**src/hdl/mult_config.svh**
```systemverilog
`ifndef MULT_CONFIG_SVH
`define MULT_CONFIG_SVH

// operand width, must be even and >= 4
`define MULT_WIDTH 32

// testbench defaults
`define MULT_CLK_PERIOD 8
`define MULT_RST_CYCLES 4
`define MULT_NUM_RANDOM 200
`define MULT_SEED       83066
`define MULT_DRIVE_SKEW 1

`endif

```
**src/hdl/mult_pkg.sv**
```systemverilog
package mult_pkg;

    // controller states
    typedef enum logic [2:0] {
        IDLE  = 3'd0,  // waiting for start
        LOAD  = 3'd1,  // operands into the datapath
        ADD   = 3'd2,  // booth add/sub on upper half
        SHIFT = 3'd3,  // arithmetic shift right by one
        DONE  = 3'd4   // result valid, one cycle
    } mult_state_e;

    // operation on the upper product half during ADD
    typedef enum logic [1:0] {
        ALU_NONE = 2'd0,
        ALU_ADD  = 2'd1,  // pair 01, end of a run of ones
        ALU_SUB  = 2'd2   // pair 10, start of a run of ones
    } alu_op_e;

endpackage : mult_pkg

```
**src/hdl/mult_ctrl_if.sv**
```systemverilog
`timescale 1ns/1ps

interface mult_ctrl_if
    import mult_pkg::*;
();

    logic       load;      // capture operands, clear upper half
    logic       add_en;    // write alu result into upper half
    alu_op_e    alu_op;
    logic       shift_en;  // arithmetic shift of whole product

    // {product lsb, extra bit}
    logic [1:0] booth_pair;

    modport ctrl (
        output load,
        output add_en,
        output alu_op,
        output shift_en,
        input  booth_pair
    );

    modport dp (
        input  load,
        input  add_en,
        input  alu_op,
        input  shift_en,
        output booth_pair
    );

endinterface : mult_ctrl_if

```
**src/hdl/booth_datapath.sv**
```systemverilog
`timescale 1ns/1ps

`include "mult_config.svh"

module booth_datapath
    import mult_pkg::*;
#(
    parameter int WIDTH = `MULT_WIDTH
) (
    input  logic                      clk,
    input  logic                      rst,
    input  logic signed [WIDTH-1:0]   a,
    input  logic signed [WIDTH-1:0]   b,
    output logic signed [2*WIDTH-1:0] p,
    mult_ctrl_if.dp                   ctrl
);

    // Upper half carries one guard bit. Subtracting the most negative
    // multiplicand from zero needs WIDTH+1 bits, otherwise
    // min*min comes out negative.
    localparam int PROD_W = 2 * WIDTH + 1;

    logic signed [WIDTH-1:0]  mcand;
    logic signed [PROD_W-1:0] prod;   // {guard, upper, lower}
    logic                     extra_bit;

    logic signed [WIDTH:0]    upper;
    logic signed [WIDTH:0]    mcand_ext;
    logic signed [WIDTH:0]    alu_res;

    assign upper     = prod[PROD_W-1:WIDTH];
    assign mcand_ext = {mcand[WIDTH-1], mcand};  // sign extend

    // add/sub unit
    always_comb begin
        case (ctrl.alu_op)
            ALU_ADD: alu_res = upper + mcand_ext;
            ALU_SUB: alu_res = upper - mcand_ext;
            default: alu_res = upper;
        endcase
    end

    // multiplicand, only written on load
    always_ff @(posedge clk) begin
        if (ctrl.load) begin
            mcand <= a;
        end
    end

    // product register and extra booth bit
    always_ff @(posedge clk) begin
        if (rst) begin
            prod      <= '0;
            extra_bit <= 1'b0;
        end else if (ctrl.load) begin
            prod      <= {{(WIDTH+1){1'b0}}, b};
            extra_bit <= 1'b0;
        end else if (ctrl.add_en) begin
            prod[PROD_W-1:WIDTH] <= alu_res;
        end else if (ctrl.shift_en) begin
            prod      <= {prod[PROD_W-1], prod[PROD_W-1:1]};  // asr by one
            extra_bit <= prod[0];
        end
    end

    // pair for the controller's decode
    assign ctrl.booth_pair = {prod[0], extra_bit};

    // guard bit dropped, the true product always fits in 2*WIDTH
    assign p = prod[2*WIDTH-1:0];

endmodule : booth_datapath

```
**src/hdl/booth_ctrl.sv**
```systemverilog
`timescale 1ns/1ps

`include "mult_config.svh"

module booth_ctrl
    import mult_pkg::*;
#(
    parameter int WIDTH = `MULT_WIDTH
) (
    input  logic    clk,
    input  logic    rst,
    input  logic    start,
    output logic    busy,
    output logic    done,
    mult_ctrl_if.ctrl ctrl
);

    localparam int             CNT_W     = $clog2(WIDTH);
    localparam logic [CNT_W-1:0] LAST_ITER = CNT_W'(WIDTH - 1);

    mult_state_e      state;
    mult_state_e      next_state;
    logic [CNT_W-1:0] iter_cnt;   // completed add/shift pairs
    alu_op_e          op_dec;

    // state register
    always_ff @(posedge clk) begin
        if (rst) begin
            state <= IDLE;
        end else begin
            state <= next_state;
        end
    end

    // iteration counter, advances once per shift
    always_ff @(posedge clk) begin
        if (rst) begin
            iter_cnt <= '0;
        end else if (state == LOAD) begin
            iter_cnt <= '0;
        end else if (state == SHIFT) begin
            iter_cnt <= iter_cnt + 1'b1;
        end
    end

    always_comb begin
        next_state = state;
        case (state)
            IDLE: begin
                if (start) begin
                    next_state = LOAD;
                end
            end
            LOAD:  next_state = ADD;
            ADD:   next_state = SHIFT;
            SHIFT: begin
                if (iter_cnt == LAST_ITER) begin
                    next_state = DONE;
                end else begin
                    next_state = ADD;
                end
            end
            DONE: begin
                // start in the done cycle chains the next operation
                if (start) begin
                    next_state = LOAD;
                end else begin
                    next_state = IDLE;
                end
            end
            default: next_state = IDLE;
        endcase
    end

    // booth pair decode
    always_comb begin
        case (ctrl.booth_pair)
            2'b01:   op_dec = ALU_ADD;
            2'b10:   op_dec = ALU_SUB;
            default: op_dec = ALU_NONE;  // 00 / 11, shift only
        endcase
    end

    assign ctrl.load     = (state == LOAD);
    assign ctrl.alu_op   = (state == ADD) ? op_dec : ALU_NONE;
    assign ctrl.add_en   = (state == ADD) && (op_dec != ALU_NONE);
    assign ctrl.shift_en = (state == SHIFT);

    assign busy = (state != IDLE);
    assign done = (state == DONE);  // single cycle, DONE never repeats

endmodule : booth_ctrl

```
**src/hdl/booth_mult.sv**
```systemverilog
`timescale 1ns/1ps

`include "mult_config.svh"

module booth_mult #(
    parameter int WIDTH = `MULT_WIDTH
) (
    input  logic                      clk,
    input  logic                      rst,
    input  logic                      start,
    input  logic signed [WIDTH-1:0]   a,
    input  logic signed [WIDTH-1:0]   b,
    output logic signed [2*WIDTH-1:0] p,
    output logic                      busy,
    output logic                      done
);

    // strobes down, booth pair up
    mult_ctrl_if ctrl_bus ();

    booth_ctrl #(
        .WIDTH (WIDTH)
    ) i_ctrl (
        .clk   (clk),
        .rst   (rst),
        .start (start),
        .busy  (busy),
        .done  (done),
        .ctrl  (ctrl_bus.ctrl)
    );

    booth_datapath #(
        .WIDTH (WIDTH)
    ) i_dp (
        .clk  (clk),
        .rst  (rst),
        .a    (a),
        .b    (b),
        .p    (p),
        .ctrl (ctrl_bus.dp)
    );

endmodule : booth_mult

```
**config.mk**
```make
export PLATFORM = sky130hd
export DESIGN_NAME = booth_mult
export DESIGN_NICKNAME = d
export VERILOG_FILES = /design/src/hdl/mult_pkg.sv /design/src/hdl/mult_ctrl_if.sv /design/src/hdl/booth_datapath.sv /design/src/hdl/booth_ctrl.sv /design/src/hdl/booth_mult.sv
export VERILOG_INCLUDE_DIRS = /design/src /design/src/hdl
export SDC_FILE = /design/constraint.sdc
export NUM_CORES = 1
export LEC_CHECK = 0
export ABC_CLOCK_PERIOD_IN_PS = 4480
export BUFFER_PORTS_ARGS = -buffer_cell sky130_fd_sc_hd__clkbuf_2
export CAP_MARGIN = 20
export CELL_PAD_IN_SITES_DETAIL_PLACEMENT = 0
export CELL_PAD_IN_SITES_GLOBAL_PLACEMENT = 1
export CORE_MARGIN = 2
export CORE_UTILIZATION = 44
export CTS_BUF_LIST = sky130_fd_sc_hd__clkbuf_8
export CTS_CLUSTER_DIAMETER = 200
export DETAILED_ROUTE_END_ITERATION = 10
export PLACE_DENSITY_LB_ADDON = 0.08
export SLEW_MARGIN = 15
export SYNTH_ARGS = -nofsm -noshare
export SYNTH_HDL_FRONTEND = slang
export SYNTH_SLANG_ARGS = --single-unit
```
**constraint.sdc**
```tcl
create_clock -name clk -period 4.48 [get_ports clk]
set_input_delay 0.448 -clock clk [delete_from_list [all_inputs] [get_ports clk]]
set_output_delay 0.448 -clock clk [all_outputs]
set_load 0.02 [all_outputs]
```
==> results.cfg, run 1 <==
[outcome]
status = complete, no violations

[routing]
first_iter_violations = 373
vias = 5950
routed_wl_um = 17600
antenna_left = 0
viasPerCell = 5.41
post_drt_wl_per_cell_um = 16.0
drtPass1Iterations = 5
detail_route.drc_violations = 0

[floorplanning]
dieArea_um2 = 17500
core_um2 = 16000
die_w_um = 132
die_h_um = 132
ios = 133
placementRows = 46
initial_core_util = 0.452

[synthesis]
synth_edf_count = 32
syn_nets = 936
synth-warning-count = 0
async_flop_share = 0
synth.distinct_cells = 67
synthCells = 829
syn_area_um2 = 7230
postSynthAreaPerCell_um2 = 8.73
yosysSeqAreaShare = 0.338
synth_top_flop_cell = dfxtp_1
yosys_register_bits = 106

[finish]
final_common_cell = clkbuf_2
fillers = 1586
antenna_cells = 0
syn_to_final_growth_pct = 7.92
final_net_count = 986
finalNonFillerCells = 1100
drive_above_1_share = 0.213
final_cell_mix = clkbuf_2 (132), nor2_1 (86), a21oi_1 (82)

[clock_network]
cts_buffers = 9
cts-root-buf = clkbuf_8
clock_path_buffers = 2
cts.reportedPaths.clkPinSlew_ns = 0.12
cts_tree = yes
cts.sinks = 106
clkLatencyLatePin_ns = 0.38
htreeDepth = 3

[setup_path]
cp-end-kind = flop
path_class = flop to flop
cp_max_fo = 13
critical_path_required_ns = 4.73
worstPathArrival_ns = 4.30
r2r_cells = 14
crit_path_start_kind = flop

[pwr]
ir_drop_uv = 149
p_leak_nw = 3.18
p_per_area_nw_per_um2 = 282

[timing]
fin_crit_sh = 0.904
finalHoldViolCount = 0
fmax_ghz = 0.247
final-max-slew-violation-count = 0
setup_violations = 0
finalClockSkew_ns = 0.0112
finalSetupTns_ns = 0
tightestPinTransition_ns = 0.970
final.hold.worst_slack_ns = 0.229
rsz0062_at_grt = false
min_period_ns = 4.05
slew_headroom = 0.350

[global_route]
globalRouteTotalUtil = 0.204
antenna_found_initial = 0
grt_max_degree = 71
grt_pass1_wl_um = 29100
grt_overflow_total = 0
first_global_vias = 5705

[worst_hold_path]
hold_depth = 1
hold_class = input port to flop

[placement]
numPortBuffers = 132
place_congestion = 0.875
place_inst = 1084
dp_hpwl_um = 13100

[run]
drv_cap = 0
## routing by layer
metal | up-vias | share of wire | GRT usage
met5 | - | 0 | 0
met4 | 0 | 0.014 | 0.0532
met3 | 15 | 0.059 | 0.0515
met2 | 145 | 0.45 | 0.316
met1 | 2759 | 0.48 | 0.284
li1 | 3031 | - | -
## synth_stat cells, types with 5 or more instances
library cell | instances | area [µm²]
o22ai_1 | 8 | 50.1
nor3_1 | 20 | 100
dfxtp_1 | 74 | 1480
and3_1 | 20 | 125
o21bai_1 | 6 | 45.0
and2_1 | 7 | 43.8
a211oi_1 | 39 | 293
edfxtp_1 | 32 | 961
inv_1 | 22 | 82.6
nand3_1 | 12 | 60.1
a31oi_1 | 5 | 31.3
a21oi_1 | 83 | 415
nor2b_1 | 6 | 37.5
o211ai_1 | 10 | 75.1
o21ai_0 | 40 | 200
a21o_1 | 14 | 105
xnor2_1 | 39 | 342
buf_4 | 66 | 495
xor2_1 | 11 | 96.3
clkbuf_1 | 26 | 97.6
mux2i_1 | 38 | 380
o21a_1 | 5 | 37.5
nor2_1 | 87 | 327
buf_1 | 6 | 22.5
ha_1 | 39 | 488
nand2_1 | 45 | 169
## critical path, stage by stage (launching register included)
cell and delay (ns):
dfxtp_1 0.38, nor3b_1 0.41, nand2_1 0.13, inv_1 0.07, ha_2 0.34, mux2i_1 0.34
ha_1 0.28, nor2b_1 0.14, o31ai_1 0.39, o21a_1 0.27, a21bo_2 0.21, o22ai_1 0.21
or4_1 0.57, nand4_1 0.09, o21ai_0 0.07
## path summary, 6_finish.rpt
| kind | start | end | slack, ns |
|---|---|---|---|
| worst max register to register | i_ctrl.state[2] | i_dp.prod[61] | 0.43 |
| worst min-delay path | a[12] | i_dp.mcand[12] | 0.23 |
| worst min register to register | i_ctrl.iter_cnt[4] | i_ctrl.iter_cnt[4] | 0.47 |
| worst max-delay path | i_ctrl.state[2] | i_dp.prod[61] | 0.43 |
## registers in the layout, indices dropped and copies added, names as in the netlist
signal and count:
i_ctrl.state 3, i_dp.extra_bit 1, i_dp.mcand 32, i_ctrl.iter_cnt 5, i_dp.prod 65
## layout make-up
cell class	instances	area [µm²]	area share
Multi-Input combinational cell	597	4050	0.519
Timing Repair Buffer	143	743	0.0952
Inverter	22	82.6	0.0106
Clock buffer	10	138	0.0176
Sequential cell	106	2440	0.313
Tap cell	216	270	0.0346
Clock inverter	6	78.8	0.0101
## logic make-up (layout without fill, tap and decap cells)
family / Yosys count / count (layout) / synth area share
compound gates: 239 / 239 / 0.213
mux: 39 / 39 / 0.0557
flops: 106 / 106 / 0.338
fa+ha+maj: 40 / 40 / 0.0702
simple gates: 229 / 229 / 0.157
xor+xnor: 50 / 50 / 0.0605
buf+inv: 126 / 181 / 0.105
## report_power, final
group | switching, mW | total, mW | internal, mW
registers | 0.0462 | 1.09 | 1.04
clock network | 0.383 | 0.671 | 0.288
logic | 0.263 | 0.441 | 0.177
total | 0.693 | 2.20 | 1.51
## metrics by stage
step / instance area (µm²) / total power, mW / util / setup WS (ns)
6_report: 7810 / 2.20 / 0.488 / 0.432
5_1_grt: 7810 / 2.32 / 0.488 / 0.106
3_3_place_gp: 7590 / 1.55 / 0.474 / 0.462
4_1_cts: 7800 / 2.22 / 0.488 / 0.287
2_1_floorplan: 7230 / 1.46 / - / 0.561
3_5_place_dp: 7590 / 1.55 / 0.474 / 0.294
## repair_timing
action                                 in CTS  in global routing
endpoints found under the hold margin       0                  0
hold buffers                                0                  0
resized for setup                           0                  1
buffers inserted                            0                  0
setup endpoints to repair                   0                  2
No activity file was read; power rests on OpenSTA's default activity.
==> run 2: changes to the inputs <==
--- a/config.mk
+++ b/config.mk
@@ -12,8 +12,7 @@
 export CELL_PAD_IN_SITES_DETAIL_PLACEMENT = 0
 export CELL_PAD_IN_SITES_GLOBAL_PLACEMENT = 1
 export CORE_MARGIN = 2
-export CORE_UTILIZATION = 44
-export CTS_BUF_LIST = sky130_fd_sc_hd__clkbuf_8
+export CORE_UTILIZATION = 43
 export CTS_CLUSTER_DIAMETER = 200
 export DETAILED_ROUTE_END_ITERATION = 10
 export PLACE_DENSITY_LB_ADDON = 0.08
==> results.cfg, run 2 (synthesized netlist as in run 1, its figures left out) <==
[floorplanning]
die_h_um = 134
ios = 133
initial_core_util = 0.438
core_um2 = 16500
dieArea_um2 = 17900
placementRows = 47
die_w_um = 134

[placement]
place_congestion = 0.891
numPortBuffers = 132
dp_hpwl_um = 13300

[global_route]
first_global_vias = 5643
grt_pass1_wl_um = 29000
globalRouteTotalUtil = 0.203
antenna_found_initial = 0
grt_max_degree = 70
grt_overflow_total = 0

[finish]
final_cell_mix = clkbuf_2 (132), nor2_1 (85), a21oi_1 (82)
fillers = 1607
antenna_cells = 0
final_common_cell = clkbuf_2
drive_above_1_share = 0.214
largest_register_ffs = 65
largest-register = i_dp.prod
syn_to_final_growth_pct = 10.1
reg_top3 = i_dp.prod (65), i_dp.mcand (32), i_ctrl.iter_cnt (5)
final_net_count = 988

[routing]
viasPerCell = 5.34
first_iter_violations = 260
vias = 5902
antenna_left = 0
routed_wl_um = 17900
detail_route.drc_violations = 0
post_drt_wl_per_cell_um = 16.1
drtPass1Iterations = 5

[timing]
fin_crit_sh = 0.914
slew_headroom = 0.374
fmax_ghz = 0.244
tightestPinTransition_ns = 0.934
setup_violations = 0
final.hold.worst_slack_ns = 0.259
final-max-slew-violation-count = 0
finalSetupTns_ns = 0
rsz0062_at_grt = false
finalHoldViolCount = 0
finalClockSkew_ns = 0.0127
min_period_ns = 4.09

[clock_network]
clkLatencyLatePin_ns = 0.36
cts_setup_buffers = 0
cts_buffers = 9
cts-root-buf = clkbuf_16
htreeDepth = 3
cts.reportedPaths.clkPinSlew_ns = 0.08
cts_tree = yes
cts.sinks = 106
clock_path_buffers = 2
cts_hold_buf = 0

[run]
drv_cap = 0

[setup_path]
cpPeakStageDelay_ns = 0.45
path_cells = inv_1 > ha_1 > and3_1 > nor4b_4 > and3_4 > nor2_1 > xnor2_1 > ha_1 > a21o_1 > a21o_1 > a21o_1 > a21oi_1 > or3b_2 > o21ai_0 > xor2_1 > o22ai_1
regToRegStartpoint = i_dp.mcand[0]
crit_start = i_dp.mcand[0]
crit_path_start_kind = flop
crit_family = simple AND/OR/NAND/NOR gates
crit_slowest_cell = or3b_2
worstPathArrival_ns = 4.31
cp_max_fo = 6
critical_path_required_ns = 4.70
crit_buf_inv = 1
path_class = flop to flop
crit_top_cell = a21o_1
cp-end-kind = flop

[outcome]
status = complete, no violations

[worst_hold_path]
hold_class = input port to flop
min_from = a[31]

[pwr]
p_per_area_nw_per_um2 = 304
ir_drop_uv = 178
p_leak_nw = 3.25
run 2: final cells by class:
| cell class | instances | area (µm²) | area share |
|---|---|---|---|
| clock buffer | 13 | 282 | 0.0353 |
| clock inverter | 3 | 50.0 | 0.00628 |
| inverter | 22 | 82.6 | 0.0104 |
| multi-input combinational | 597 | 4060 | 0.510 |
| sequential | 106 | 2440 | 0.307 |
| tap | 220 | 275 | 0.0346 |
| timing repair buffer | 145 | 771 | 0.0967 |
run 2: power breakdown:
part,internal (mW),switching [mW],leakage [nW]
sequential,1.04,0.0463,0.901
combinational,0.179,0.267,2.19
clock,0.505,0.382,0.164
total,1.73,0.694,3.25
run 2: timing repair:
item | 4_1_cts | 5_1_grt
hold endpoints to repair | 0 | 0
resized for setup | 0 | 2
setup endpoints to repair | 0 | 5
run 2: path summary, 6_finish.rpt:
check	to	slack [ns]	cells after the start
hold reg to reg	i_ctrl.iter_cnt[4]	0.46	2
setup / recovery	i_dp.prod[63]	0.39	16
hold / removal	i_dp.mcand[31]	0.26	1
setup reg to reg	i_dp.prod[63]	0.39	16
run 2: worst reg2reg max path: cells and delay by family, from the launching register on:
kind	cells	cell delay, ns
compound gates	6	1.05
xor+xnor	2	0.37
fa+ha+maj	2	0.52
buf+inv	1	0.10
flops	1	0.42
simple gates	5	1.50
run 2: metrics by stage:
step	cells	setup WS, ns	total power [mW]	utilization	cell area, µm²
after floorplan	829	0.561	1.46	-	7230
after global placement	1090	0.331	1.55	0.461	7620
after detailed placement	1090	0.269	1.56	0.461	7620
after CTS	1106	0.247	2.44	0.481	7960
after global routing	1106	0.00292	2.54	0.482	7970
final	1106	0.385	2.42	0.482	7970
run 2: metal layers:
metal,GRT usage,share of wire,vias up
met5,0,0,-
met4,0.0603,0.016,0
met3,0.0483,0.056,19
met2,0.309,0.44,148
met1,0.286,0.49,2702
li1,-,-,3033
